File: src/hw/busPkg.sv
`default_nettype none

package busPkg;

	localparam int addrWidth = 32;
	localparam int dataWidth = 32;
	localparam int strbWidth = 4;

	typedef logic [addrWidth-1:0] addr_t;
	typedef logic [dataWidth-1:0] data_t;
	typedef logic [strbWidth-1:0] strb_t;
	typedef logic [1:0] resp_t;

	localparam resp_t respOkay = 2'd0;
	localparam resp_t respSlvErr = 2'd2;
	localparam resp_t respDecErr = 2'd3;

	// Address map, limits inclusive
	localparam addr_t romBase = 32'h0000_0000;
	localparam addr_t romLimit = 32'h0000_3FFF;
	localparam addr_t sramBase = 32'h0001_0000;
	localparam addr_t sramLimit = 32'h0001_FFFF;
	localparam addr_t wdtBase = 32'h1001_0000;
	localparam addr_t wdtLimit = 32'h1001_00FF;

	typedef enum logic [1:0] {selRom, selSram, selWdt, selNone} slaveSel_t;

	// Watchdog register offsets
	localparam logic [7:0] wdtEnableOffset = 8'h00;
	localparam logic [7:0] wdtKickOffset = 8'h04;
	localparam logic [7:0] wdtPeriodOffset = 8'h08;
	localparam logic [7:0] wdtCountOffset = 8'h0C;

endpackage

`default_nettype wire

File: src/hw/axiLink.sv
`default_nettype none

// Single-beat AXI-style link, no IDs and no bursts
interface axiLink;

	// Write address
	busPkg::addr_t awAddr;
	logic awValid;
	logic awReady;

	// Write data
	busPkg::data_t wData;
	busPkg::strb_t wStrb;
	logic wValid;
	logic wReady;

	// Write response
	busPkg::resp_t bResp;
	logic bValid;
	logic bReady;

	// Read address
	busPkg::addr_t arAddr;
	logic arValid;
	logic arReady;

	// Read data
	busPkg::data_t rData;
	busPkg::resp_t rResp;
	logic rValid;
	logic rReady;

	modport master (
		output awAddr, awValid, wData, wStrb, wValid, bReady, arAddr, arValid, rReady,
		input awReady, wReady, bResp, bValid, arReady, rData, rResp, rValid
	);

	modport slave (
		input awAddr, awValid, wData, wStrb, wValid, bReady, arAddr, arValid, rReady,
		output awReady, wReady, bResp, bValid, arReady, rData, rResp, rValid
	);

endinterface

`default_nettype wire

File: src/hw/romSlave.sv
`default_nettype none

module romSlave #(
	parameter int romAddrWidth = 12
) (
	input logic clk,
	input logic rstN,
	axiLink.slave bus,
	input busPkg::data_t romOut,
	output logic romRead,
	output logic romEnable,
	output logic [romAddrWidth-1:0] romAddress
);

	busPkg::addr_t rdOffset;
	logic rdBusy;
	logic rdAccept;
	logic wrAccept;

	assign rdOffset = bus.arAddr - busPkg::romBase;
	assign rdAccept = !rdBusy && bus.arValid;
	assign wrAccept = !bus.bValid && bus.awValid && bus.wValid;

	assign bus.arReady = rdAccept;
	assign bus.awReady = wrAccept;
	assign bus.wReady = wrAccept;
	assign bus.rResp = busPkg::respOkay;
	// Read-only device, writes are dropped
	assign bus.bResp = busPkg::respSlvErr;

	assign romRead = romEnable;

	always_ff @(posedge clk) begin
		if (!rstN) begin
			rdBusy <= 1'b0;
			romEnable <= 1'b0;
			bus.rValid <= 1'b0;
			bus.bValid <= 1'b0;
		end else begin
			// One cycle strobe per accepted read
			romEnable <= rdAccept;
			if (rdAccept)
				rdBusy <= 1'b1;
			else if (bus.rValid && bus.rReady)
				rdBusy <= 1'b0;
			if (romEnable)
				bus.rValid <= 1'b1;
			else if (bus.rReady)
				bus.rValid <= 1'b0;
			if (wrAccept)
				bus.bValid <= 1'b1;
			else if (bus.bReady)
				bus.bValid <= 1'b0;
		end
	end

	// Word address out, ROM data back one edge later
	always_ff @(posedge clk) begin
		if (rdAccept)
			romAddress <= rdOffset[romAddrWidth+1:2];
		if (romEnable)
			bus.rData <= romOut;
	end

	assert property (@(posedge clk) disable iff (!rstN)
		romEnable |=> !romEnable);

endmodule

`default_nettype wire

File: src/flat_wrapper.sv
// flat-port wrapper written by rule: the top's interface ports become plain ports
module romSlave_flat 
#(
	parameter int romAddrWidth = 12
)
  (clk, rstN, romOut, romRead, romEnable, romAddress, bus_awAddr, bus_awValid, bus_wData, bus_wStrb, bus_wValid, bus_bReady, bus_arAddr, bus_arValid, bus_rReady, bus_awReady, bus_wReady, bus_bResp, bus_bValid, bus_arReady, bus_rData, bus_rResp, bus_rValid);
  axiLink bus_i ();
  input logic clk;
  input logic rstN;
  input busPkg::data_t romOut;
  output logic romRead;
  output logic romEnable;
  output logic [romAddrWidth-1:0] romAddress;
  input wire logic [$bits(bus_i.awAddr)-1:0] bus_awAddr;
  input wire logic [$bits(bus_i.awValid)-1:0] bus_awValid;
  input wire logic [$bits(bus_i.wData)-1:0] bus_wData;
  input wire logic [$bits(bus_i.wStrb)-1:0] bus_wStrb;
  input wire logic [$bits(bus_i.wValid)-1:0] bus_wValid;
  input wire logic [$bits(bus_i.bReady)-1:0] bus_bReady;
  input wire logic [$bits(bus_i.arAddr)-1:0] bus_arAddr;
  input wire logic [$bits(bus_i.arValid)-1:0] bus_arValid;
  input wire logic [$bits(bus_i.rReady)-1:0] bus_rReady;
  output wire logic [$bits(bus_i.awReady)-1:0] bus_awReady;
  output wire logic [$bits(bus_i.wReady)-1:0] bus_wReady;
  output wire logic [$bits(bus_i.bResp)-1:0] bus_bResp;
  output wire logic [$bits(bus_i.bValid)-1:0] bus_bValid;
  output wire logic [$bits(bus_i.arReady)-1:0] bus_arReady;
  output wire logic [$bits(bus_i.rData)-1:0] bus_rData;
  output wire logic [$bits(bus_i.rResp)-1:0] bus_rResp;
  output wire logic [$bits(bus_i.rValid)-1:0] bus_rValid;
  assign bus_i.awAddr = bus_awAddr;
  assign bus_i.awValid = bus_awValid;
  assign bus_i.wData = bus_wData;
  assign bus_i.wStrb = bus_wStrb;
  assign bus_i.wValid = bus_wValid;
  assign bus_i.bReady = bus_bReady;
  assign bus_i.arAddr = bus_arAddr;
  assign bus_i.arValid = bus_arValid;
  assign bus_i.rReady = bus_rReady;
  assign bus_awReady = bus_i.awReady;
  assign bus_wReady = bus_i.wReady;
  assign bus_bResp = bus_i.bResp;
  assign bus_bValid = bus_i.bValid;
  assign bus_arReady = bus_i.arReady;
  assign bus_rData = bus_i.rData;
  assign bus_rResp = bus_i.rResp;
  assign bus_rValid = bus_i.rValid;
  romSlave #(.romAddrWidth(romAddrWidth)) u_core (.clk(clk), .rstN(rstN), .bus(bus_i), .romOut(romOut), .romRead(romRead), .romEnable(romEnable), .romAddress(romAddress));
endmodule
File: config.mk
export PLATFORM = sky130hd
export DESIGN_NAME = romSlave_flat
export DESIGN_NICKNAME = d
export VERILOG_FILES = /design/src/hw/busPkg.sv /design/src/hw/axiLink.sv /design/src/hw/romSlave.sv /design/src/flat_wrapper.sv
export SDC_FILE = /design/constraint.sdc
export NUM_CORES = 1
export LEC_CHECK = 0
export BUFFER_PORTS_ARGS = -buffer_cell sky130_fd_sc_hd__buf_2
export CAP_MARGIN = 20
export CORE_MARGIN = 5
export CORE_UTILIZATION = 28
export DETAILED_ROUTE_END_ITERATION = 12
export PLACE_DENSITY = 0.75
export SLEW_MARGIN = 25
export SYNTH_ARGS = -nofsm -noshare
export SYNTH_HDL_FRONTEND = slang
export SYNTH_SLANG_ARGS = --single-unit
File: constraint.sdc
create_clock -name clk -period 1.5 [get_ports clk]
set_input_delay 0.075 -clock clk [delete_from_list [all_inputs] [get_ports clk]]
set_output_delay 0.075 -clock clk [all_outputs]
set_load 0.05 [all_outputs]
==> flow_summary_export.csv <==
group,metric,value,unit
status,outcome,"finished, final reports clean",
setup_path,worst-r2r-cell-count,1,
timing,fin_crit,1370,ps
logic_synthesis,synthTopCellsByCount,"edfxtp_1 (44), buf_4 (6), dfxtp_1 (4), conb_1 (2), nand2_1 (2)",
grt,grt_pass1_vias,1283,
floorplanning,ios,194,
logic_synthesis,ys.flop_type,"edfxtp_1",
run,cap_violations,0,
clock_tree,clk_path_buf_depth,2,
power_and_ir_drop,pwr-share-seq,0.518,
floorplanning,die-area,7010,um2
logic_synthesis,avgSynthCellArea,22.7,um2
clock_tree,root_buffer,"clkbuf_8",
floorplanning,start_util,0.292,
finish,diodes,0,
grt,grt_max_degree,20,
drt,postRouteAntennaNets,0,
timing,fmaxAchievable,0.729,GHz
timing,fin_crit_sh,0.915,
setup_path,crit_type,"register to output port",
logic_synthesis,netlist_instances,67,
drt,vias_per_cell,3.90,
logic_synthesis,synthTopCellsByArea,"edfxtp_1 (87%), dfxtp_1 (5.3%), buf_4 (3.0%)",
finish,regArea,1400,um2
clock_tree,clk_pin_slew_worst_paths,90,ps
floorplanning,coreArea,5200,um2
power_and_ir_drop,switching_share,0.250,
setup_path,r2r_end,"u_core.bus.rData[26]",
logic_synthesis,synth_top_area_cell,"edfxtp_1",
clock_tree,cts_sinks,48,
grt,track_usage,0.122,
logic_synthesis,synth-edff-count,44,
timing,slew_violations,0,
hold_path,min_from,"bus_bReady",
power_and_ir_drop,combPwrFrac,0.165,
finish,drive_above_1_share,0.525,
finish,fillers,438,
timing,setup_viol,0,
setup_path,r2r-start,"u_core.romEnable",
finish,multi_input_area,85.1,um2
logic_synthesis,yosysUniqueCellTypes,14,
clock_tree,post_cts_buffers,0,
setup_path,critPathLaunchType,"register",
setup_path,worstSetupEndpointType,"output port",
placed_design,dpl.cell_count,238,
grt,grtUsageMet2,0.211,
grt,gr-usage-met1,0.135,
power_and_ir_drop,leakagePower,0.00116,uW
placed_design,postPlaceCellArea,2110,um2
drt,vias,1136,
floorplanning,die_width,83.7,um
hold_path,hold_end,"u_core.bus.bValid",
power_and_ir_drop,power_frac_clock,0.317,
logic_synthesis,yosys_warnings,0,
drt,initialDrtViolationCount,28,
grt,grt_pass1_wl,6.71,mm
finish,syn2layout_area_growth,76.3,%
power_and_ir_drop,totalPowerFinal,3000,uW
timing,fin_setup_tns,0,ps
grt,grtUsageMet3,0.0612,
placed_design,io_buffers,101,
finish,nets,359,
floorplanning,die_y,83.7,um
finish,stdcell_count,291,
power_and_ir_drop,p_sw,749,uW
logic_synthesis,synthMostInstantiatedCell,"edfxtp_1",
placed_design,routabilityCongestion,0.705,
drt,routed_wl,4.14,mm
grt,antenna_found_initial,0,
drt,wl_per_cell,14.2,um
logic_synthesis,yosysSeqAreaShare,0.921,
setup_path,worstPathMaxFanout,13,
setup_path,crit_required,1420,ps
timing,rsz0062_at_grt,"false",
clock_tree,h-tree-depth,2,
clock_tree,insertion_delay,290,ps
timing,finalHoldViolCount,0,
placed_design,detailed_place_hpwl,2.80,mm
hold_path,hold_path.class,"input port to register",
logic_synthesis,synth-async-reset-ratio,0,
logic_synthesis,synth_area,1520,um2
logic_synthesis,netlist.area_leader.share,0.868,
clock_tree,numCtsBuffers,5,
drt,drt_pass1_iterations,3,
hold_path,hold_path_depth,3,
grt,grt_overflow,0,
grt,grt.busiest_layer,"met2",
power_and_ir_drop,p_per_area,1120,nW/um2
finish,design_area,2680,um2
setup_path,critPathArrivalTime,1300,ps
timing,clock_skew,8.14,ps
floorplanning,row_count,26,
logic_synthesis,ys_ff_latch,48,
power_and_ir_drop,internal_power,2250,uW
power_and_ir_drop,ir_worst_vdd,0.560,mV
clock_tree,cts_tree,"done",
drt,drcViolationCount,0,
setup_path,rrSetupSlack,360,ps
==> flip-flops by register name, indices dropped and copies added (netlist names) <==
name and count:
u_core.bus.rValid 1, u_core.rdBusy 1, u_core.bus.rData 32, u_core.romEnable 1
u_core.bus.bValid 1, u_core.romAddress 12
==> area by class of cell <==
class,count,share of cell area
sequential,48,0.523
timing repair buffer,150,0.368
tap,70,0.0326
multi-input combinational,15,0.0317
clock buffer,6,0.0308
clock inverter,2,0.0145
==> routing by layer <==
metal / up-vias / wire length, um
li1: 547 / -
met1: 511 / 1570
met2: 76 / 2060
met3: 2 / 489
met4: 0 / 14
met5: - / 0
==> placed cells by master, fill, tap and decap left out <==
master and count:
nor2_2 1, dfxtp_2 1, dlygate4sd3_1 45, o21ai_1 1, clkbuf_8 6, and2_1 1
o21a_1 1, bufinv_16 1, clkinv_4 1, a31oi_1 1, buf_4 4, buf_2 101
nand4b_1 1, conb_1 4, nor2b_1 1, edfxtp_1 44, dfxtp_1 3, nand2_1 2
nor2b_2 1, nand3b_1 1
==> cells by family after synthesis <==
kind of cell	share of synthesized area
buffers and inverters	0.0296
AO/OA/AOI/OAI	0.0123
other	0.00494
flip-flops	0.921
AND/OR/NAND/NOR	0.0321
==> repair_timing <==
action                    CTS  global route
hold buffers               45             0
resized for setup           0             0
hold endpoints to repair   45             0
==> critical path, stage by stage (launching register included) <==
cell     delay [ps]
dfxtp_1         340
nor2b_2         140
buf_4           220
buf_2           300
==> per-stage QoR <==
| step | worst slack (ps) | hold WS [ps] | util |
|---|---|---|---|
| final | 128 | 36.9 | 0.515 |
| after global routing | 49.0 | 37.9 | 0.515 |
| after CTS | 118 | 25.6 | 0.515 |
| after detailed placement | 330 | 253 | 0.406 |
| after global placement | 344 | 251 | 0.406 |
| after floorplan | 46.6 | 174 | - |
==> worst max-delay path by stage <==
stage | startpoint | to | cells past startpoint
2_1_floorplan | u_core.rdBusy | u_core.romAddress[0] | 1
3_3_place_gp | u_core.romEnable | u_core.bus.rData[18] | 1
3_5_place_dp | u_core.romEnable | u_core.bus.rData[6] | 1
4_1_cts | u_core.romEnable | romRead | 1
5_1_grt | u_core.rdBusy | bus_arReady | 3
6_report | u_core.rdBusy | bus_arReady | 3
==> power groups by stage <==
stage | Sequential (uW) | Combinational (uW) | Clock [uW]
finish | 1550 | 493 | 950
global placement | 1580 | 393 | 0
detailed placement | 1590 | 400 | 0
CTS | 1550 | 491 | 978
floorplan | 1780 | 74.8 | 0
global route | 1560 | 519 | 1040
Note: power is estimated with default switching activity, not from simulation.
