==> config.mk <==
export PLATFORM = sky130hd
export DESIGN_NAME = watchdogSlave_flat
export DESIGN_NICKNAME = d
export VERILOG_FILES = /design/src/hw/busPkg.sv /design/src/hw/axiLink.sv /design/src/hw/watchdogSlave.sv /design/src/flat_wrapper.sv
export SDC_FILE = /design/constraint.sdc
export NUM_CORES = 1
export LEC_CHECK = 0
export ABC_AREA = 0
export BUFFER_PORTS_ARGS = -buffer_cell sky130_fd_sc_hd__buf_2
export CORE_ASPECT_RATIO = 0.9
export CORE_MARGIN = 10
export CORE_UTILIZATION = 50
export DETAILED_ROUTE_END_ITERATION = 10
export PLACE_DENSITY = 0.79
export SYNTH_ARGS = -nofsm -noshare
export SYNTH_HDL_FRONTEND = slang
export SYNTH_SLANG_ARGS = --single-unit
==> constraint.sdc <==
create_clock -name clk -period 4.7 [get_ports clk]
set_input_delay 0.705 -clock clk [delete_from_list [all_inputs] [get_ports clk]]
set_output_delay 0.705 -clock clk [all_outputs]
set_load 0.01 [all_outputs]
==> src/hw/busPkg.sv <==
`default_nettype none

package busPkg;

	localparam int addrWidth = 32;
	localparam int dataWidth = 32;
	localparam int strbWidth = 4;

	typedef logic [addrWidth-1:0] addr_t;
	typedef logic [dataWidth-1:0] data_t;
	typedef logic [strbWidth-1:0] strb_t;
	typedef logic [1:0] resp_t;

	localparam resp_t respOkay = 2'd0;
	localparam resp_t respSlvErr = 2'd2;
	localparam resp_t respDecErr = 2'd3;

	// Address map, limits inclusive
	localparam addr_t romBase = 32'h0000_0000;
	localparam addr_t romLimit = 32'h0000_3FFF;
	localparam addr_t sramBase = 32'h0001_0000;
	localparam addr_t sramLimit = 32'h0001_FFFF;
	localparam addr_t wdtBase = 32'h1001_0000;
	localparam addr_t wdtLimit = 32'h1001_00FF;

	typedef enum logic [1:0] {selRom, selSram, selWdt, selNone} slaveSel_t;

	// Watchdog register offsets
	localparam logic [7:0] wdtEnableOffset = 8'h00;
	localparam logic [7:0] wdtKickOffset = 8'h04;
	localparam logic [7:0] wdtPeriodOffset = 8'h08;
	localparam logic [7:0] wdtCountOffset = 8'h0C;

endpackage

`default_nettype wire

==> src/hw/axiLink.sv <==
`default_nettype none

// Single-beat AXI-style link, no IDs and no bursts
interface axiLink;

	// Write address
	busPkg::addr_t awAddr;
	logic awValid;
	logic awReady;

	// Write data
	busPkg::data_t wData;
	busPkg::strb_t wStrb;
	logic wValid;
	logic wReady;

	// Write response
	busPkg::resp_t bResp;
	logic bValid;
	logic bReady;

	// Read address
	busPkg::addr_t arAddr;
	logic arValid;
	logic arReady;

	// Read data
	busPkg::data_t rData;
	busPkg::resp_t rResp;
	logic rValid;
	logic rReady;

	modport master (
		output awAddr, awValid, wData, wStrb, wValid, bReady, arAddr, arValid, rReady,
		input awReady, wReady, bResp, bValid, arReady, rData, rResp, rValid
	);

	modport slave (
		input awAddr, awValid, wData, wStrb, wValid, bReady, arAddr, arValid, rReady,
		output awReady, wReady, bResp, bValid, arReady, rData, rResp, rValid
	);

endinterface

`default_nettype wire

==> src/hw/watchdogSlave.sv <==
`default_nettype none

module watchdogSlave (
	input logic clk,
	input logic rstN,
	axiLink.slave bus,
	output logic wdtTimeout
);

	logic wdtEnable;
	busPkg::data_t period;
	busPkg::data_t count;
	logic [7:0] wrOffset;
	logic [7:0] rdOffset;
	logic wrAccept;
	logic rdAccept;
	logic reload;

	assign wrOffset = bus.awAddr[7:0];
	assign rdOffset = bus.arAddr[7:0];
	assign wrAccept = !bus.bValid && bus.awValid && bus.wValid;
	assign rdAccept = !bus.rValid && bus.arValid;

	assign bus.awReady = wrAccept;
	assign bus.wReady = wrAccept;
	assign bus.arReady = rdAccept;
	assign bus.bResp = busPkg::respOkay;
	assign bus.rResp = busPkg::respOkay;

	// Enable writes and any kick restart the countdown
	assign reload = wrAccept && (wrOffset == busPkg::wdtEnableOffset ||
		wrOffset == busPkg::wdtKickOffset);

	always_ff @(posedge clk) begin
		if (!rstN) begin
			wdtEnable <= 1'b0;
			period <= '0;
			count <= '0;
			wdtTimeout <= 1'b0;
			bus.bValid <= 1'b0;
			bus.rValid <= 1'b0;
		end else begin
			if (wrAccept && wrOffset == busPkg::wdtEnableOffset)
				wdtEnable <= bus.wData[0];
			if (wrAccept && wrOffset == busPkg::wdtPeriodOffset)
				period <= bus.wData;
			if (reload)
				count <= period;
			else if (wdtEnable && count != '0)
				count <= count - 1'b1;
			// Sticky until kicked or disabled
			if (reload)
				wdtTimeout <= 1'b0;
			else if (wdtEnable && count == '0)
				wdtTimeout <= 1'b1;
			if (wrAccept)
				bus.bValid <= 1'b1;
			else if (bus.bReady)
				bus.bValid <= 1'b0;
			if (rdAccept)
				bus.rValid <= 1'b1;
			else if (bus.rReady)
				bus.rValid <= 1'b0;
		end
	end

	// Register readback, kick reads as zero
	always_ff @(posedge clk) begin
		if (rdAccept) begin
			case (rdOffset)
				busPkg::wdtEnableOffset: bus.rData <= busPkg::data_t'(wdtEnable);
				busPkg::wdtPeriodOffset: bus.rData <= period;
				busPkg::wdtCountOffset: bus.rData <= count;
				default: bus.rData <= '0;
			endcase
		end
	end

	assert property (@(posedge clk) disable iff (!rstN)
		!wdtEnable |-> !wdtTimeout);

endmodule

`default_nettype wire

==> src/flat_wrapper.sv <==
// flat-port wrapper written by rule: the top's interface ports become plain ports
module watchdogSlave_flat 
  (clk, rstN, wdtTimeout, bus_awAddr, bus_awValid, bus_wData, bus_wStrb, bus_wValid, bus_bReady, bus_arAddr, bus_arValid, bus_rReady, bus_awReady, bus_wReady, bus_bResp, bus_bValid, bus_arReady, bus_rData, bus_rResp, bus_rValid);
  axiLink bus_i ();
  input logic clk;
  input logic rstN;
  output logic wdtTimeout;
  input wire logic [$bits(bus_i.awAddr)-1:0] bus_awAddr;
  input wire logic [$bits(bus_i.awValid)-1:0] bus_awValid;
  input wire logic [$bits(bus_i.wData)-1:0] bus_wData;
  input wire logic [$bits(bus_i.wStrb)-1:0] bus_wStrb;
  input wire logic [$bits(bus_i.wValid)-1:0] bus_wValid;
  input wire logic [$bits(bus_i.bReady)-1:0] bus_bReady;
  input wire logic [$bits(bus_i.arAddr)-1:0] bus_arAddr;
  input wire logic [$bits(bus_i.arValid)-1:0] bus_arValid;
  input wire logic [$bits(bus_i.rReady)-1:0] bus_rReady;
  output wire logic [$bits(bus_i.awReady)-1:0] bus_awReady;
  output wire logic [$bits(bus_i.wReady)-1:0] bus_wReady;
  output wire logic [$bits(bus_i.bResp)-1:0] bus_bResp;
  output wire logic [$bits(bus_i.bValid)-1:0] bus_bValid;
  output wire logic [$bits(bus_i.arReady)-1:0] bus_arReady;
  output wire logic [$bits(bus_i.rData)-1:0] bus_rData;
  output wire logic [$bits(bus_i.rResp)-1:0] bus_rResp;
  output wire logic [$bits(bus_i.rValid)-1:0] bus_rValid;
  assign bus_i.awAddr = bus_awAddr;
  assign bus_i.awValid = bus_awValid;
  assign bus_i.wData = bus_wData;
  assign bus_i.wStrb = bus_wStrb;
  assign bus_i.wValid = bus_wValid;
  assign bus_i.bReady = bus_bReady;
  assign bus_i.arAddr = bus_arAddr;
  assign bus_i.arValid = bus_arValid;
  assign bus_i.rReady = bus_rReady;
  assign bus_awReady = bus_i.awReady;
  assign bus_wReady = bus_i.wReady;
  assign bus_bResp = bus_i.bResp;
  assign bus_bValid = bus_i.bValid;
  assign bus_arReady = bus_i.arReady;
  assign bus_rData = bus_i.rData;
  assign bus_rResp = bus_i.rResp;
  assign bus_rValid = bus_i.rValid;
  watchdogSlave u_core (.clk(clk), .rstN(rstN), .bus(bus_i), .wdtTimeout(wdtTimeout));
endmodule
==> results.toml <==
[power]
p_seq_frac = 0.567
pwr-share-clk = 0.376
p_int_mw = 1.26
total_power_mw = 1.60
switching_share = 0.211
power.switching_mw = 0.339
combPwrFrac = 0.057
irDropWorstVdd_mv = 0.135
p_leak_nw = 2.04
power_density_nw_per_um2 = 302

[critical_path]
crit_arrival_ps = 3100
critPathLaunch = "u_core.count[0]$_SDFFE_PN0P_"
worstPathRequired_ps = 4990
rr_worst_depth = 8
critPathLaunchType = "register"
slowest_delay_ps = 910
cpLargestDelayFamily = "compound AO/OA/AOI/OAI gates"
crit_type = "reg -> reg"
timing.critical_path.buf_inv = 1
end_kind = "register"
cp-endpoint = "u_core.count[25]$_SDFFE_PN0P_"
crit_chain = "inv_1 -> ha_1 -> nor4b_4 -> nand3_1 -> o31ai_2 -> nand3_1 -> a31o_1 -> o21ai_0"
rrSetupSlack_ps = 1890
r2r_end = "u_core.count[25]$_SDFFE_PN0P_"
critPathMaxFanout = 12
cp_slowest_cell = "o31ai_2"
r2r_start = "u_core.count[0]$_SDFFE_PN0P_"
crit_path_frequent_cell = "nand3_1"
worst-path-stages = 8

[logic_synthesis]
synth_common_cells = "nand2_1 (81), dfxtp_1 (68), a21oi_1 (61), edfxtp_1 (32), a22o_1 (30)"
synth-main-ff-cell = "dfxtp_1"
yosysTopAreaCellShare = 0.300
ys_seq_area_frac = 0.511
ys_ff_latch = 100
synth_most_common_cell = "nand2_1"
syn_area_per_cell_sq_um = 9.31
synthCells = 488
yosys_warnings = 0
synth_cell_types = 54
async_reset_ff_frac = 0
synth_top_area_cell = "dfxtp_1"
ys_top_cells_by_area = "dfxtp_1 (30%), edfxtp_1 (21%), a21oi_1 (6.7%), nand2_1 (6.7%), a22o_1 (5.8%)"
syn_area_sq_um = 4540
synth_edf_count = 32

[route]
drc = 0
drt_first_pass_iters = 7
drt_iter0_drc = 251
wl_per_cell_um = 16.5
final_antenna_net_count = 0
wl_um = 11300
drt-vias-per-instance = 5.64
vias = 3882

[global_routing]
groute.usage.overall = 0.167
grt-ovfl-total = 0
grt_max_degree = 54
grt_first_pass_wirelength_um = 18600
grt_pass1_vias = 3781
antenna_found_initial = 0

[finish]
drive_gt1_frac = 0.228
num_antenna_cells = 0
nets = 672
syn2layout_area_growth_pct = 16.7
utilization = 0.608

[floorplan]
design.core.area_sq_um = 8730
rows = 32
die_w_um = 120
initial_core_util = 0.521
die_area_sq_um = 13300
boundaryPins = 149
die_h_um = 110

[outcome]
outcome = "completed"

[sta]
period_needed_ps = 2810
worst_slew_pin_slew_ps = 1050
final-setup-viol-count = 0
fin_skew_ps = 10.2
slew_headroom = 0.298
drv_slew = 0
finalHoldViolCount = 0
worst_hold_slack_ps = 473
max_freq_ghz = 0.356
rsz0062_at_grt = "false"
period_share = 0.598
tns_ps = 0

[clock_tree]
cts_tree = "built"
clk_pin_slew_ps = 90
clock-root-buffer = "clkbuf_8"
cts.sinks = 100
clockBufferDepth = 2
cts_buffers = 9
clock_latency_ps = 360
postCtsHoldBufs = 0
htreeDepth = 3
post_cts_resized = 0
post_cts_buffers = 0

[placed_design]
dpl.hpwl_um = 7800
numPortBuffers = 92
gp_congestion = 0.884

[job]
maxCapViolCount = 0

[worst_hold_path]
min_path_type = "reg -> reg"
[layout make-up]
type / instances / area [sq um]
well taps: 119 / 149
flip-flops and latches: 100 / 2320
fillers: 774 / 3420
repair buffers: 98 / 505
clock buffers: 14 / 194
clock inverters: 2 / 37.5
multi-input cells: 349 / 2070
inverters: 6 / 22.5
[cells in the final DEF (no fill, tap or decap), types with 6 or more instances in the layout]
cell type / Yosys / layout
dfxtp_1: 68 / 68
nand4_1: 6 / 6
nand2_1: 81 / 81
nand3_1: 10 / 10
a21oi_1: 61 / 61
buf_2: 1 / 92
buf_4: 6 / 6
o21ai_0: 29 / 29
xor2_1: 9 / 9
xnor2_1: 13 / 13
nor2_1: 26 / 25
nor3_1: 13 / 13
a22o_1: 30 / 30
nor4_1: 11 / 11
edfxtp_1: 32 / 32
clkbuf_8: 0 / 12
[state kept, by name, indices dropped and copies added (netlist names)]
register,cells
u_core.bus.rData,32
u_core.bus.rValid,1
u_core.period,32
u_core.wdtEnable,1
u_core.bus.bValid,1
u_core.wdtTimeout,1
u_core.count,32
[stage by stage]
stage                     instance area [sq um]  setup slack [ps]  instances
final                                      5300              1890        688
after CTS                                  5300              1950        688
after global routing                       5300              1730        688
after global placement                     5070              2040        672
after detailed placement                   5070              1970        672
after floorplan                            4560              1720        491
[worst reg2reg max path, stage by stage, from the launching register on]
cell and delay (ps):
dfxtp_1 370, inv_1 100, ha_1 210, nor4b_4 450
nand3_1 200, o31ai_2 910, nand3_1 180, a31o_1 250
o21ai_0 70
[worst min-delay path by stage]
| stage | start | endpoint | slack (ps) | depth (start not counted) |
|---|---|---|---|---|
| final | u_core.period[2]$_SDFFE_PN0P_ | u_core.period[2]$_SDFFE_PN0P_ | 470 | 2 |
| after global routing | u_core.period[0]$_SDFFE_PN0P_ | u_core.period[0]$_SDFFE_PN0P_ | 490 | 2 |
| after CTS | u_core.period[11]$_SDFFE_PN0P_ | u_core.period[11]$_SDFFE_PN0P_ | 470 | 2 |
| after detailed placement | u_core.period[11]$_SDFFE_PN0P_ | u_core.period[11]$_SDFFE_PN0P_ | 460 | 2 |
| after global placement | u_core.wdtTimeout$_SDFFE_PP0P_ | u_core.wdtTimeout$_SDFFE_PP0P_ | 450 | 2 |
| after floorplan | u_core.period[2]$_SDFFE_PN0P_ | u_core.period[2]$_SDFFE_PN0P_ | 440 | 2 |
[layer usage]
| layer | global-route usage | part of all wire |
|---|---|---|
| met2 | 0.278 | 0.48 |
| met5 | 0 | 0 |
| met1 | 0.204 | 0.44 |
| met3 | 0.0513 | 0.073 |
| met4 | 0.0408 | 0.0086 |
[logic make-up after synthesis]
group	after synthesis	synth area share
buffers and inverters	42	0.0399
AOI/OAI and AO/OA	140	0.193
adders and majority gates	1	0.00275
other	1	0.000825
xor gates and xnor gates	22	0.0424
muxes	5	0.0110
and+or+nand+nor	177	0.199
DFF	100	0.511
[power by group through the flow]
stage                     Combinational, mW  Clock [mW]  Sequential [mW]
after floorplan                      0.0374           0            0.938
after global placement               0.0906           0            0.929
after detailed placement             0.0920           0            0.929
after CTS                            0.0926       0.610            0.909
after global routing                  0.102       0.645            0.911
final                                0.0915       0.602            0.909
Note: power is estimated with default switching activity, not from simulation.
