==> config.mk <==
export PLATFORM = sky130hd
export DESIGN_NAME = busCrossbar_flat
export DESIGN_NICKNAME = d
export VERILOG_FILES = /design/src/hw/busPkg.sv /design/src/hw/axiLink.sv /design/src/hw/busCrossbar.sv /design/src/flat_wrapper.sv
export SDC_FILE = /design/constraint.sdc
export NUM_CORES = 1
export LEC_CHECK = 0
export BUFFER_PORTS_ARGS = -buffer_cell sky130_fd_sc_hd__buf_2
export CAP_MARGIN = 0
export CORE_AREA = 4 4 229 231
export CTS_BUF_LIST = sky130_fd_sc_hd__clkbuf_16
export DETAILED_ROUTE_END_ITERATION = 10
export DIE_AREA = 0 0 233 235
export GPL_ROUTABILITY_DRIVEN = 0
export GPL_TIMING_DRIVEN = 0
export HOLD_SLACK_MARGIN = 0.1
export MAX_ROUTING_LAYER = met4
export PLACE_DENSITY = 0.33
export SYNTH_ARGS = -nofsm -noshare
export SYNTH_HDL_FRONTEND = slang
export SYNTH_SLANG_ARGS = --single-unit
==> constraint.sdc <==
create_clock -name clk -period 3.6 [get_ports clk]
set_input_delay 0.72 -clock clk [delete_from_list [all_inputs] [get_ports clk]]
set_output_delay 0.72 -clock clk [all_outputs]
set_load 0.03 [all_outputs]
==> src/hw/busPkg.sv <==
`default_nettype none

package busPkg;

	localparam int addrWidth = 32;
	localparam int dataWidth = 32;
	localparam int strbWidth = 4;

	typedef logic [addrWidth-1:0] addr_t;
	typedef logic [dataWidth-1:0] data_t;
	typedef logic [strbWidth-1:0] strb_t;
	typedef logic [1:0] resp_t;

	localparam resp_t respOkay = 2'd0;
	localparam resp_t respSlvErr = 2'd2;
	localparam resp_t respDecErr = 2'd3;

	// Address map, limits inclusive
	localparam addr_t romBase = 32'h0000_0000;
	localparam addr_t romLimit = 32'h0000_3FFF;
	localparam addr_t sramBase = 32'h0001_0000;
	localparam addr_t sramLimit = 32'h0001_FFFF;
	localparam addr_t wdtBase = 32'h1001_0000;
	localparam addr_t wdtLimit = 32'h1001_00FF;

	typedef enum logic [1:0] {selRom, selSram, selWdt, selNone} slaveSel_t;

	// Watchdog register offsets
	localparam logic [7:0] wdtEnableOffset = 8'h00;
	localparam logic [7:0] wdtKickOffset = 8'h04;
	localparam logic [7:0] wdtPeriodOffset = 8'h08;
	localparam logic [7:0] wdtCountOffset = 8'h0C;

endpackage

`default_nettype wire

==> src/hw/axiLink.sv <==
`default_nettype none

// Single-beat AXI-style link, no IDs and no bursts
interface axiLink;

	// Write address
	busPkg::addr_t awAddr;
	logic awValid;
	logic awReady;

	// Write data
	busPkg::data_t wData;
	busPkg::strb_t wStrb;
	logic wValid;
	logic wReady;

	// Write response
	busPkg::resp_t bResp;
	logic bValid;
	logic bReady;

	// Read address
	busPkg::addr_t arAddr;
	logic arValid;
	logic arReady;

	// Read data
	busPkg::data_t rData;
	busPkg::resp_t rResp;
	logic rValid;
	logic rReady;

	modport master (
		output awAddr, awValid, wData, wStrb, wValid, bReady, arAddr, arValid, rReady,
		input awReady, wReady, bResp, bValid, arReady, rData, rResp, rValid
	);

	modport slave (
		input awAddr, awValid, wData, wStrb, wValid, bReady, arAddr, arValid, rReady,
		output awReady, wReady, bResp, bValid, arReady, rData, rResp, rValid
	);

endinterface

`default_nettype wire

==> src/hw/busCrossbar.sv <==
`default_nettype none

module busCrossbar (
	input logic clk,
	input logic rstN,
	input busPkg::addr_t awAddr,
	input logic awValid,
	output logic awReady,
	input busPkg::data_t wData,
	input busPkg::strb_t wStrb,
	input logic wValid,
	output logic wReady,
	output busPkg::resp_t bResp,
	output logic bValid,
	input logic bReady,
	input busPkg::addr_t arAddr,
	input logic arValid,
	output logic arReady,
	output busPkg::data_t rData,
	output busPkg::resp_t rResp,
	output logic rValid,
	input logic rReady,
	axiLink.master romLink,
	axiLink.master sramLink,
	axiLink.master wdtLink
);

	function automatic logic inRange(busPkg::addr_t addr, busPkg::addr_t base,
			busPkg::addr_t limit);
		// Wraps below base, so one compare covers both ends
		return (addr - base) <= (limit - base);
	endfunction

	function automatic busPkg::slaveSel_t decode(busPkg::addr_t addr);
		if (inRange(addr, busPkg::romBase, busPkg::romLimit))
			return busPkg::selRom;
		if (inRange(addr, busPkg::sramBase, busPkg::sramLimit))
			return busPkg::selSram;
		if (inRange(addr, busPkg::wdtBase, busPkg::wdtLimit))
			return busPkg::selWdt;
		return busPkg::selNone;
	endfunction

	busPkg::slaveSel_t awSel;
	busPkg::slaveSel_t arSel;
	busPkg::slaveSel_t wrTarget;
	busPkg::slaveSel_t rdTarget;
	logic wrPending;
	logic rdPending;
	logic errBValid;
	logic errRValid;
	logic awHs;
	logic arHs;

	assign awSel = decode(awAddr);
	assign arSel = decode(arAddr);
	assign awHs = awValid && awReady;
	assign arHs = arValid && arReady;

	// Payload fans out to every slave, only valids are steered
	assign romLink.awAddr = awAddr;
	assign romLink.wData = wData;
	assign romLink.wStrb = wStrb;
	assign romLink.arAddr = arAddr;
	assign sramLink.awAddr = awAddr;
	assign sramLink.wData = wData;
	assign sramLink.wStrb = wStrb;
	assign sramLink.arAddr = arAddr;
	assign wdtLink.awAddr = awAddr;
	assign wdtLink.wData = wData;
	assign wdtLink.wStrb = wStrb;
	assign wdtLink.arAddr = arAddr;

	assign romLink.awValid = awValid && !wrPending && awSel == busPkg::selRom;
	assign romLink.wValid = wValid && !wrPending && awSel == busPkg::selRom;
	assign romLink.arValid = arValid && !rdPending && arSel == busPkg::selRom;
	assign sramLink.awValid = awValid && !wrPending && awSel == busPkg::selSram;
	assign sramLink.wValid = wValid && !wrPending && awSel == busPkg::selSram;
	assign sramLink.arValid = arValid && !rdPending && arSel == busPkg::selSram;
	assign wdtLink.awValid = awValid && !wrPending && awSel == busPkg::selWdt;
	assign wdtLink.wValid = wValid && !wrPending && awSel == busPkg::selWdt;
	assign wdtLink.arValid = arValid && !rdPending && arSel == busPkg::selWdt;

	// Response readies follow the stored target
	assign romLink.bReady = bReady && wrTarget == busPkg::selRom;
	assign romLink.rReady = rReady && rdTarget == busPkg::selRom;
	assign sramLink.bReady = bReady && wrTarget == busPkg::selSram;
	assign sramLink.rReady = rReady && rdTarget == busPkg::selSram;
	assign wdtLink.bReady = bReady && wrTarget == busPkg::selWdt;
	assign wdtLink.rReady = rReady && rdTarget == busPkg::selWdt;

	// Address readies, the unmapped case accepts as soon as both valids are up
	always_comb begin
		awReady = awValid && wValid;
		wReady = awValid && wValid;
		arReady = arValid;
		case (awSel)
			busPkg::selRom: begin
				awReady = romLink.awReady;
				wReady = romLink.wReady;
			end
			busPkg::selSram: begin
				awReady = sramLink.awReady;
				wReady = sramLink.wReady;
			end
			busPkg::selWdt: begin
				awReady = wdtLink.awReady;
				wReady = wdtLink.wReady;
			end
			default: ;
		endcase
		case (arSel)
			busPkg::selRom: arReady = romLink.arReady;
			busPkg::selSram: arReady = sramLink.arReady;
			busPkg::selWdt: arReady = wdtLink.arReady;
			default: ;
		endcase
		if (wrPending) begin
			awReady = 1'b0;
			wReady = 1'b0;
		end
		if (rdPending)
			arReady = 1'b0;
	end

	// Response routing back to the master
	always_comb begin
		bValid = errBValid;
		bResp = busPkg::respDecErr;
		rValid = errRValid;
		rResp = busPkg::respDecErr;
		rData = '0;
		case (wrTarget)
			busPkg::selRom: begin
				bValid = romLink.bValid;
				bResp = romLink.bResp;
			end
			busPkg::selSram: begin
				bValid = sramLink.bValid;
				bResp = sramLink.bResp;
			end
			busPkg::selWdt: begin
				bValid = wdtLink.bValid;
				bResp = wdtLink.bResp;
			end
			default: ;
		endcase
		case (rdTarget)
			busPkg::selRom: begin
				rValid = romLink.rValid;
				rResp = romLink.rResp;
				rData = romLink.rData;
			end
			busPkg::selSram: begin
				rValid = sramLink.rValid;
				rResp = sramLink.rResp;
				rData = sramLink.rData;
			end
			busPkg::selWdt: begin
				rValid = wdtLink.rValid;
				rResp = wdtLink.rResp;
				rData = wdtLink.rData;
			end
			default: ;
		endcase
	end

	always_ff @(posedge clk) begin
		if (!rstN) begin
			wrPending <= 1'b0;
			wrTarget <= busPkg::selNone;
			errBValid <= 1'b0;
		end else if (awHs) begin
			wrPending <= 1'b1;
			wrTarget <= awSel;
			errBValid <= awSel == busPkg::selNone;
		end else if (bValid && bReady) begin
			wrPending <= 1'b0;
			errBValid <= 1'b0;
		end
	end

	always_ff @(posedge clk) begin
		if (!rstN) begin
			rdPending <= 1'b0;
			rdTarget <= busPkg::selNone;
			errRValid <= 1'b0;
		end else if (arHs) begin
			rdPending <= 1'b1;
			rdTarget <= arSel;
			errRValid <= arSel == busPkg::selNone;
		end else if (rValid && rReady) begin
			rdPending <= 1'b0;
			errRValid <= 1'b0;
		end
	end

	// Master must hold address valid and stable until accepted
	assert property (@(posedge clk) disable iff (!rstN)
		awValid && !awReady |=> awValid && $stable(awAddr));
	assert property (@(posedge clk) disable iff (!rstN)
		arValid && !arReady |=> arValid && $stable(arAddr));

	// Only one responder per direction at a time
	assert property (@(posedge clk) disable iff (!rstN)
		$onehot0({romLink.bValid, sramLink.bValid, wdtLink.bValid, errBValid}));
	assert property (@(posedge clk) disable iff (!rstN)
		$onehot0({romLink.rValid, sramLink.rValid, wdtLink.rValid, errRValid}));

endmodule

`default_nettype wire

==> src/flat_wrapper.sv <==
// flat-port wrapper written by rule: the top's interface ports become plain ports
module busCrossbar_flat 
  (clk, rstN, awAddr, awValid, awReady, wData, wStrb, wValid, wReady, bResp, bValid, bReady, arAddr, arValid, arReady, rData, rResp, rValid, rReady, romLink_awAddr, romLink_awValid, romLink_wData, romLink_wStrb, romLink_wValid, romLink_bReady, romLink_arAddr, romLink_arValid, romLink_rReady, romLink_awReady, romLink_wReady, romLink_bResp, romLink_bValid, romLink_arReady, romLink_rData, romLink_rResp, romLink_rValid, sramLink_awAddr, sramLink_awValid, sramLink_wData, sramLink_wStrb, sramLink_wValid, sramLink_bReady, sramLink_arAddr, sramLink_arValid, sramLink_rReady, sramLink_awReady, sramLink_wReady, sramLink_bResp, sramLink_bValid, sramLink_arReady, sramLink_rData, sramLink_rResp, sramLink_rValid, wdtLink_awAddr, wdtLink_awValid, wdtLink_wData, wdtLink_wStrb, wdtLink_wValid, wdtLink_bReady, wdtLink_arAddr, wdtLink_arValid, wdtLink_rReady, wdtLink_awReady, wdtLink_wReady, wdtLink_bResp, wdtLink_bValid, wdtLink_arReady, wdtLink_rData, wdtLink_rResp, wdtLink_rValid);
  axiLink romLink_i ();
  axiLink sramLink_i ();
  axiLink wdtLink_i ();
  input logic clk;
  input logic rstN;
  input busPkg::addr_t awAddr;
  input logic awValid;
  output logic awReady;
  input busPkg::data_t wData;
  input busPkg::strb_t wStrb;
  input logic wValid;
  output logic wReady;
  output busPkg::resp_t bResp;
  output logic bValid;
  input logic bReady;
  input busPkg::addr_t arAddr;
  input logic arValid;
  output logic arReady;
  output busPkg::data_t rData;
  output busPkg::resp_t rResp;
  output logic rValid;
  input logic rReady;
  output wire logic [$bits(romLink_i.awAddr)-1:0] romLink_awAddr;
  output wire logic [$bits(romLink_i.awValid)-1:0] romLink_awValid;
  output wire logic [$bits(romLink_i.wData)-1:0] romLink_wData;
  output wire logic [$bits(romLink_i.wStrb)-1:0] romLink_wStrb;
  output wire logic [$bits(romLink_i.wValid)-1:0] romLink_wValid;
  output wire logic [$bits(romLink_i.bReady)-1:0] romLink_bReady;
  output wire logic [$bits(romLink_i.arAddr)-1:0] romLink_arAddr;
  output wire logic [$bits(romLink_i.arValid)-1:0] romLink_arValid;
  output wire logic [$bits(romLink_i.rReady)-1:0] romLink_rReady;
  input wire logic [$bits(romLink_i.awReady)-1:0] romLink_awReady;
  input wire logic [$bits(romLink_i.wReady)-1:0] romLink_wReady;
  input wire logic [$bits(romLink_i.bResp)-1:0] romLink_bResp;
  input wire logic [$bits(romLink_i.bValid)-1:0] romLink_bValid;
  input wire logic [$bits(romLink_i.arReady)-1:0] romLink_arReady;
  input wire logic [$bits(romLink_i.rData)-1:0] romLink_rData;
  input wire logic [$bits(romLink_i.rResp)-1:0] romLink_rResp;
  input wire logic [$bits(romLink_i.rValid)-1:0] romLink_rValid;
  output wire logic [$bits(sramLink_i.awAddr)-1:0] sramLink_awAddr;
  output wire logic [$bits(sramLink_i.awValid)-1:0] sramLink_awValid;
  output wire logic [$bits(sramLink_i.wData)-1:0] sramLink_wData;
  output wire logic [$bits(sramLink_i.wStrb)-1:0] sramLink_wStrb;
  output wire logic [$bits(sramLink_i.wValid)-1:0] sramLink_wValid;
  output wire logic [$bits(sramLink_i.bReady)-1:0] sramLink_bReady;
  output wire logic [$bits(sramLink_i.arAddr)-1:0] sramLink_arAddr;
  output wire logic [$bits(sramLink_i.arValid)-1:0] sramLink_arValid;
  output wire logic [$bits(sramLink_i.rReady)-1:0] sramLink_rReady;
  input wire logic [$bits(sramLink_i.awReady)-1:0] sramLink_awReady;
  input wire logic [$bits(sramLink_i.wReady)-1:0] sramLink_wReady;
  input wire logic [$bits(sramLink_i.bResp)-1:0] sramLink_bResp;
  input wire logic [$bits(sramLink_i.bValid)-1:0] sramLink_bValid;
  input wire logic [$bits(sramLink_i.arReady)-1:0] sramLink_arReady;
  input wire logic [$bits(sramLink_i.rData)-1:0] sramLink_rData;
  input wire logic [$bits(sramLink_i.rResp)-1:0] sramLink_rResp;
  input wire logic [$bits(sramLink_i.rValid)-1:0] sramLink_rValid;
  output wire logic [$bits(wdtLink_i.awAddr)-1:0] wdtLink_awAddr;
  output wire logic [$bits(wdtLink_i.awValid)-1:0] wdtLink_awValid;
  output wire logic [$bits(wdtLink_i.wData)-1:0] wdtLink_wData;
  output wire logic [$bits(wdtLink_i.wStrb)-1:0] wdtLink_wStrb;
  output wire logic [$bits(wdtLink_i.wValid)-1:0] wdtLink_wValid;
  output wire logic [$bits(wdtLink_i.bReady)-1:0] wdtLink_bReady;
  output wire logic [$bits(wdtLink_i.arAddr)-1:0] wdtLink_arAddr;
  output wire logic [$bits(wdtLink_i.arValid)-1:0] wdtLink_arValid;
  output wire logic [$bits(wdtLink_i.rReady)-1:0] wdtLink_rReady;
  input wire logic [$bits(wdtLink_i.awReady)-1:0] wdtLink_awReady;
  input wire logic [$bits(wdtLink_i.wReady)-1:0] wdtLink_wReady;
  input wire logic [$bits(wdtLink_i.bResp)-1:0] wdtLink_bResp;
  input wire logic [$bits(wdtLink_i.bValid)-1:0] wdtLink_bValid;
  input wire logic [$bits(wdtLink_i.arReady)-1:0] wdtLink_arReady;
  input wire logic [$bits(wdtLink_i.rData)-1:0] wdtLink_rData;
  input wire logic [$bits(wdtLink_i.rResp)-1:0] wdtLink_rResp;
  input wire logic [$bits(wdtLink_i.rValid)-1:0] wdtLink_rValid;
  assign romLink_awAddr = romLink_i.awAddr;
  assign romLink_awValid = romLink_i.awValid;
  assign romLink_wData = romLink_i.wData;
  assign romLink_wStrb = romLink_i.wStrb;
  assign romLink_wValid = romLink_i.wValid;
  assign romLink_bReady = romLink_i.bReady;
  assign romLink_arAddr = romLink_i.arAddr;
  assign romLink_arValid = romLink_i.arValid;
  assign romLink_rReady = romLink_i.rReady;
  assign romLink_i.awReady = romLink_awReady;
  assign romLink_i.wReady = romLink_wReady;
  assign romLink_i.bResp = romLink_bResp;
  assign romLink_i.bValid = romLink_bValid;
  assign romLink_i.arReady = romLink_arReady;
  assign romLink_i.rData = romLink_rData;
  assign romLink_i.rResp = romLink_rResp;
  assign romLink_i.rValid = romLink_rValid;
  assign sramLink_awAddr = sramLink_i.awAddr;
  assign sramLink_awValid = sramLink_i.awValid;
  assign sramLink_wData = sramLink_i.wData;
  assign sramLink_wStrb = sramLink_i.wStrb;
  assign sramLink_wValid = sramLink_i.wValid;
  assign sramLink_bReady = sramLink_i.bReady;
  assign sramLink_arAddr = sramLink_i.arAddr;
  assign sramLink_arValid = sramLink_i.arValid;
  assign sramLink_rReady = sramLink_i.rReady;
  assign sramLink_i.awReady = sramLink_awReady;
  assign sramLink_i.wReady = sramLink_wReady;
  assign sramLink_i.bResp = sramLink_bResp;
  assign sramLink_i.bValid = sramLink_bValid;
  assign sramLink_i.arReady = sramLink_arReady;
  assign sramLink_i.rData = sramLink_rData;
  assign sramLink_i.rResp = sramLink_rResp;
  assign sramLink_i.rValid = sramLink_rValid;
  assign wdtLink_awAddr = wdtLink_i.awAddr;
  assign wdtLink_awValid = wdtLink_i.awValid;
  assign wdtLink_wData = wdtLink_i.wData;
  assign wdtLink_wStrb = wdtLink_i.wStrb;
  assign wdtLink_wValid = wdtLink_i.wValid;
  assign wdtLink_bReady = wdtLink_i.bReady;
  assign wdtLink_arAddr = wdtLink_i.arAddr;
  assign wdtLink_arValid = wdtLink_i.arValid;
  assign wdtLink_rReady = wdtLink_i.rReady;
  assign wdtLink_i.awReady = wdtLink_awReady;
  assign wdtLink_i.wReady = wdtLink_wReady;
  assign wdtLink_i.bResp = wdtLink_bResp;
  assign wdtLink_i.bValid = wdtLink_bValid;
  assign wdtLink_i.arReady = wdtLink_arReady;
  assign wdtLink_i.rData = wdtLink_rData;
  assign wdtLink_i.rResp = wdtLink_rResp;
  assign wdtLink_i.rValid = wdtLink_rValid;
  busCrossbar u_core (.clk(clk), .rstN(rstN), .awAddr(awAddr), .awValid(awValid), .awReady(awReady), .wData(wData), .wStrb(wStrb), .wValid(wValid), .wReady(wReady), .bResp(bResp), .bValid(bValid), .bReady(bReady), .arAddr(arAddr), .arValid(arValid), .arReady(arReady), .rData(rData), .rResp(rResp), .rValid(rValid), .rReady(rReady), .romLink(romLink_i), .sramLink(sramLink_i), .wdtLink(wdtLink_i));
endmodule
==> summary.txt, run 1 <==
Power
  – Pint: 0.671 mW
  – Sw Share: 50.7%
  – Flop pwr share: 7.5%
  – Leak Pwr: 4.47 nW
  – Total chip power: 1.36 mW
  – Max VDD drop: 0.000119 V
  – Net Sw Power: 0.690 mW
  – Combinational fraction of design power: 78.6%
  – P per Cell Area: 182 mW/mm^2
  – Clock power frac: 13.9%

Worst setup path
  – Slowest-stage cell, CP: clkdlybuf4s15_1
  – CP arrival: 2.68 ns
  – Req. time, crit path: 2.88 ns
  – Critical Path Fanout Max: 10
  – Top delay family on crit path: buffers and inverters
  – R2R depth: 4
  – Critical Path Stages: 5
  – CP Class: register to output pin
  – CP max stage delay: 0.75 ns
  – Buf/Inv on CP: 3
  – Most common cell on crit path: buf_2
  – Worst setup SP type: register
  – FF-to-FF Start: u_core.rdTarget[1]
  – Flop2flop setup slack: 1.79 ns
  – Crit end category: output pin
  – CP cell instances: buf_2 > clkdlybuf4s15_1 > mux2i_1 > o21ai_0 > buf_2
  – Crit. Startpoint: u_core.rdTarget[1]
  – RR Endpoint: u_core.rdTarget[1]

Yosys
  – Largest area contributor in the netlist: buf_4
  – Synth cell count leaders: buf_4, nand2_1, mux2i_1, o21ai_0, nor2_1
  – Synth top area share: 58.5%
  – FF+latch count, synth: 8
  – Most numerous cell in the Yosys netlist: buf_4
  – Post-synth EDFFs: 0
  – Avg Synthesized Cell Area: 7.09 sq um
  – Synth area leaders: buf_4, mux2i_1, nand2_1, o21ai_0, dfxtp_1
  – Main synth FF type: dfxtp_1
  – Synthesized cell area: 0.00385 sq mm
  – Syn Nets: 773
  – Unique masters post-synth: 43
  – Mapped Cells: 543
  – Register area share after synthesis: 4.16%
  – YS warnings: 0
  – Post-synth ARST share: 0%

Floorplanning
  – Row Count: 82
  – Die width: 233 um
  – Die area: 0.0548 sq mm
  – Initial Utilization: 7.69%
  – Die H: 235 um
  – # IOs: 586
  – Core area: 0.0501 sq mm

Run
  – Max_cap viols: 0

Clock tree
  – H-tree Lvls: 1
  – Bufs on Longest Clock Path: 2
  – Clock Sinks: 8
  – Clock Root Buffer: clkbuf_16
  – Insertion delay to the later sink of the worst-skew pair: 0.24 ns
  – Cts hold-fix bufs: 0
  – Reg clk slew, reported paths: 0.04 ns
  – CTS tree: built
  – Cts bufs inserted: 3

STA
  – Fin crit share: 94.4%
  – WHS: 0.480 ns
  – Setup WS post-layout: 0.201 ns
  – Post-layout minimum cycle time: 3.40 ns
  – Max-slew violation count: 0
  – Final Setup Violations: 0
  – Unrepaired setup endpoints after global routing: false
  – Maximum clock frequency: 294 MHz
  – Hold Vio Cnt, Final: 0
  – Relative slew slack: 45.0%
  – Clock skew: 0.000299 ns
  – Worst slew pin tran: 0.825 ns
  – Setup TNS: 0 ns

Place
  – PortBufs: 532
  – Dpl cell area: 0.00735 sq mm
  – Place WS: -0.530 ns
  – Placed Cells: 1,747
  – Detailed Place HPWL: 21,100 um

Finish
  – Area Overhead vs Synth: 94.0%
  – Post-route cell area: 0.00747 sq mm
  – Fin nets: 1,312
  – Share of layout cells above drive strength 1: 78.6%
  – Fin cells: 1,754
  – Fin util: 14.9%

Detailed routing
  – Final WL: 22,800 um
  – Drt pass-1 iters: 6
  – Post-route DRC: 0
  – ANT nets after route: 0
  – Drt initial violations: 92
  – Wirelength per Cell: 13.0 um
  – Routed vias: 5,110
  – Vias per cell: 2.91

Global routing
  – Largest net degree at the start of global routing: 11
  – Vias in the first global route: 4,919
  – Gr usage total: 7.68%
  – Antenna violations before repair: 1
  – GR Overflow Total: 0
  – First-pass GRT wire length: 31,400 um

Hold path
  – Worst min-delay path category: register to register
  – Hold depth: 2
  – Worst hold start: u_core.errBValid
  – Worst Hold Path EP: u_core.errBValid

Status
  – Outcome: finished clean
-- layout make-up --
| class | instances | area [sq um] |
|---|---|---|
| Clock buffer | 3 | 75.1 |
| Multi-Input combinational cell | 210 | 1350 |
| Antenna cell | 2 | 5.00 |
| Fill cell | 5837 | 42600 |
| Tap cell | 672 | 841 |
| Buffer | 315 | 2320 |
| Inverter | 10 | 37.5 |
| Sequential cell | 8 | 160 |
| Timing Repair Buffer | 534 | 2680 |
-- layout by cell type (no fill, tap or decap), types with 7 or more instances in the layout --
master / Yosys / layout
a21oi_1: 9 / 9
buf_4: 300 / 302
nor2_1: 17 / 17
buf_2: 1 / 533
clkbuf_1: 11 / 7
o21ai_0: 34 / 34
nor4_1: 8 / 7
mux2i_1: 34 / 34
dfxtp_1: 8 / 8
inv_1: 10 / 10
nand2_1: 46 / 46
nor2b_1: 7 / 7
-- worst min-delay path, stage by stage, from the launching register on --
cell and delay, ns:
dfxtp_1 0.31, nand3_1 0.06, mux2i_1 0.06
-- power groups by stage --
stage,Combinational (mW),Clock (mW),Sequential [mW]
6_report,1.07,0.190,0.102
5_1_grt,1.13,0.205,0.104
4_1_cts,1.09,0.201,0.104
3_5_place_dp,1.08,0,0.105
3_3_place_gp,1.09,0,0.105
2_1_floorplan,0.734,0,0.0990
-- sequential cells by signal, summed over array words and instances, names as in the netlist --
signal / cells
u_core.errBValid: 1
u_core.errRValid: 1
u_core.rdPending: 1
u_core.rdTarget: 2
u_core.wrPending: 1
u_core.wrTarget: 2
-- cells by family (layout without fill, tap and decap cells) --
group / count (synthesis) / in the layout / share of synthesized area (%)
mux: 36 / 36 / 10.0
simple gates: 109 / 109 / 14.6
compound gates: 65 / 65 / 10.3
flops: 8 / 8 / 4.16
buf+inv: 325 / 862 / 61.0
other cells: 0 / 2 / 0
-- what timing repair did --
action                     in CTS  in global routing
gates resized for setup         5                  3
setup buffers                   0                  2
pin swaps                       0                  1
setup endpoints to repair      35                  4
cloned                          0                  0
-- metal layers --
metal	part of all wire [%]	wire (um)	up-vias	GRT usage (%)
met5	0	0	-	-
met4	0.52	118	0	0.580
met3	5.9	1360	8	1.05
met1	39	8850	2292	8.46
li1	-	-	2570	-
met2	55	12500	240	15.1
-- worst max-delay path by stage --
stage / slack [ns] / end
finish: 0.20 / rData[22]
global route: 0.009 / rData[22]
CTS: 0.009 / wReady
detailed placement: -0.53 / rData[21]
global placement: -0.55 / rData[21]
floorplan: 0.44 / arReady
(Power assumes the default switching activity.)
==> inputs of run 2 (changes only) <==
CELL_PAD_IN_SITES_DETAIL_PLACEMENT = 1   (was default)
CELL_PAD_IN_SITES_GLOBAL_PLACEMENT = 2   (was default)
CORE_AREA = 4 4 223 225   (was 4 4 229 231)
DIE_AREA = 0 0 227 229   (was 0 0 233 235)
PLACE_DENSITY = 0.62   (was 0.33)
REMOVE_ABC_BUFFERS = 1   (was default)
==> run 2 against run 1 <==
  * Sequential share of layout area is 1.6 points higher
  * Combinational power is 46% lower
  * Clock-buffer cell count stayed put
  * Largest cell class unchanged
  * Largest power group unchanged
==> summary.txt, run 2 (synthesis results as in run 1) <==
Worst setup path
  – CP cell instances: buf_2 > or4_1 > nor4_4 > buf_4 > o21ai_2 > a21oi_1 > nor2b_1 > buf_2
  – Critical Path Fanout Max: 4 (-6)
  – FF-to-FF Start: u_core.rdTarget[1]
  – Slowest-stage cell, CP: or4_1
  – Most common cell on crit path: buf_2
  – RR Endpoint: u_core.errRValid
  – Req. time, crit path: 2.88 ns (about the same)
  – CP Capture Point: awReady
  – R2R depth: 5 (+1)
  – CP Class: input port to output pin
  – Flop2flop setup slack: 1.44 ns (-0.35 ns)
  – Worst setup SP type: input port
  – CP arrival: 2.63 ns (-0.05 ns)
  – CP max stage delay: 0.57 ns (-0.18 ns)
  – Crit end category: output pin
  – Crit. Startpoint: awAddr[22]

Power
  – Leak Pwr: 2.41 nW (-46%)
  – Max VDD drop: 0.0000916 V (-23%)
  – P per Cell Area: 199 mW/mm^2 (+9.2%)

Global routing
  – Gr usage total: 12.8% (+5.1 points)
  – GR Overflow Total: 0 (unchanged)
  – Largest net degree at the start of global routing: 37 (+26)
  – First-pass GRT wire length: 43,000 um (+37%)
  – Vias in the first global route: 3,918 (-20%)
  – Antenna violations before repair: 5 (+4)

STA
  – Worst slew pin tran: 0.769 ns (-0.0555 ns)
  – Final Setup Violations: 0 (unchanged)
  – Clock skew: 0.000197 ns (-0.000101 ns)
  – Setup TNS: 0 ns (unchanged)
  – Unrepaired setup endpoints after global routing: false
  – Max-slew violation count: 0 (unchanged)
  – Fin crit share: 93.1% (-1.3 points)
  – Relative slew slack: 48.7% (+3.7 points)
  – Maximum clock frequency: 298 MHz (+1.4%)
  – Post-layout minimum cycle time: 3.35 ns (-0.0473 ns)
  – Hold Vio Cnt, Final: 0 (unchanged)
  – WHS: 0.485 ns (+0.00479 ns)

Finish
  – FF/Latch Area: 163 sq um (+1.6%)
  – Fillers: 5,832 (-0.086%)
  – Fin cells: 1,234 (-30%)
  – Fin nets: 845 (-36%)
  – Most frequent cells in the layout: buf_2, nand2_1, mux2i_1, o21ai_0, nor2_1
  – Area Overhead vs Synth: 13.6%
  – Most common cell after layout, fill and taps aside: buf_2
  – Largest registers: u_core.rdTarget: 2 flops, u_core.wrTarget: 2 flops
  – Multi-input logic area: 0.00135 sq mm (about the same)
  – Share of layout cells above drive strength 1: 64.1% (-15 points)

Clock tree
  – Cts hold-fix bufs: 0 (unchanged)
  – Clock Root Buffer: clkbuf_16
  – H-tree Lvls: 1 (unchanged)
  – Reg clk slew, reported paths: 0.04 ns (about the same)
  – PostCTS Resize Cnt: 0 (-5)
  – Bufs on Longest Clock Path: 2 (unchanged)
  – CTS tree: built
  – Insertion delay to the later sink of the worst-skew pair: 0.23 ns (about the same)
  – Post-CTS Setup Inserts: 0 (unchanged)
  – Clock Sinks: 8 (unchanged)
  – Cts bufs inserted: 3 (unchanged)

Place
  – Placed Cells: 1,223 (-30%)
  – Detailed Place HPWL: 31,800 um (+51%)
  – PortBufs: 377 (-29%)

Detailed routing
  – Post-route DRC: 0 (unchanged)
  – Final WL: 35,000 um (+53%)
  – Vias per cell: 3.16 (+8.3%)
  – Routed vias: 3,895 (-24%)
  – Drt initial violations: 173 (+88%)
  – Wirelength per Cell: 28.4 um (+120%)
  – Drt pass-1 iters: 4 (-2)
  – ANT nets after route: 0 (unchanged)

Floorplanning
  – Die area: 0.0520 sq mm (-5.1%)
  – Initial Utilization: 8.10% (+0.41 points)
  – Die H: 229 um (-2.6%)
  – # IOs: 586 (unchanged)
  – Row Count: 80 (-2.4%)
  – Core area: 0.0475 sq mm (-5.0%)
  – Die width: 227 um (-2.6%)

Run
  – Max_cap viols: 0 (unchanged)

Hold path
  – Worst min-delay path category: register to register

Status
  – Outcome: finished clean
[run 2: changes by cell type in the layout (fill, tap and decap cells not counted), moves of 2 or more]
cell / before / now
clkbuf_1: 7 / 0
buf_2: 533 / 377
dfxtp_1: 8 / 6
clkbuf_2: 5 / 0
buf_4: 302 / 2
diode_2: 2 / 6
buf_12: 0 / 3
dfxtp_2: 0 / 2
[run 2: power breakdown]
group	total (mW)	switching, mW	internal (mW)
Clock	0.191	0.0475	0.144
Sequential	0.103	0.00841	0.0948
Combinational	0.576	0.402	0.174
[run 2: worst min-delay path by stage]
stage	from	end	cells past startpoint
after floorplan	u_core.errBValid	u_core.errBValid	2
after global placement	u_core.errBValid	u_core.errBValid	2
after detailed placement	u_core.errBValid	u_core.errBValid	2
after CTS	u_core.errBValid	u_core.errBValid	2
after global routing	u_core.wrPending	u_core.wrPending	2
final	u_core.errBValid	u_core.errBValid	2
[run 2: layout make-up]
| class | count | area share [%] |
|---|---|---|
| Timing Repair Buffer | 382 | 44.9 |
| Tap cell | 615 | 17.6 |
| Antenna cell | 6 | 0.343 |
| Inverter | 10 | 0.859 |
| Multi-Input combinational cell | 210 | 30.9 |
| Clock buffer | 3 | 1.72 |
| Sequential cell | 8 | 3.72 |
[run 2: critical path: cells and delay by family]
family | cells | cell delay [ns]
and+or+nand+nor | 3 | 1.10
AOI/OAI and AO/OA | 2 | 0.26
buffers and inverters | 3 | 0.55
[run 2: metal layers]
metal	vias to the layer above	wire length, um	global-route usage (%)
li1	1640	-	-
met1	1744	10400	11.3
met2	491	15200	19.1
met3	20	8810	13.7
met4	0	615	2.27
met5	-	0	-
[run 2: through the flow]
stage | utilization [%] | setup slack (ns) | power [mW] | cell area, sq um
after global placement | 8.83 | -2.04 | 0.678 | 4200
after global routing | 9.18 | 0.0790 | 0.916 | 4360
after CTS | 9.13 | 0.142 | 0.884 | 4340
final | 9.19 | 0.248 | 0.870 | 4370
after floorplan | - | -0.0149 | 0.206 | 1540
after detailed placement | 8.97 | 0.147 | 0.686 | 4270
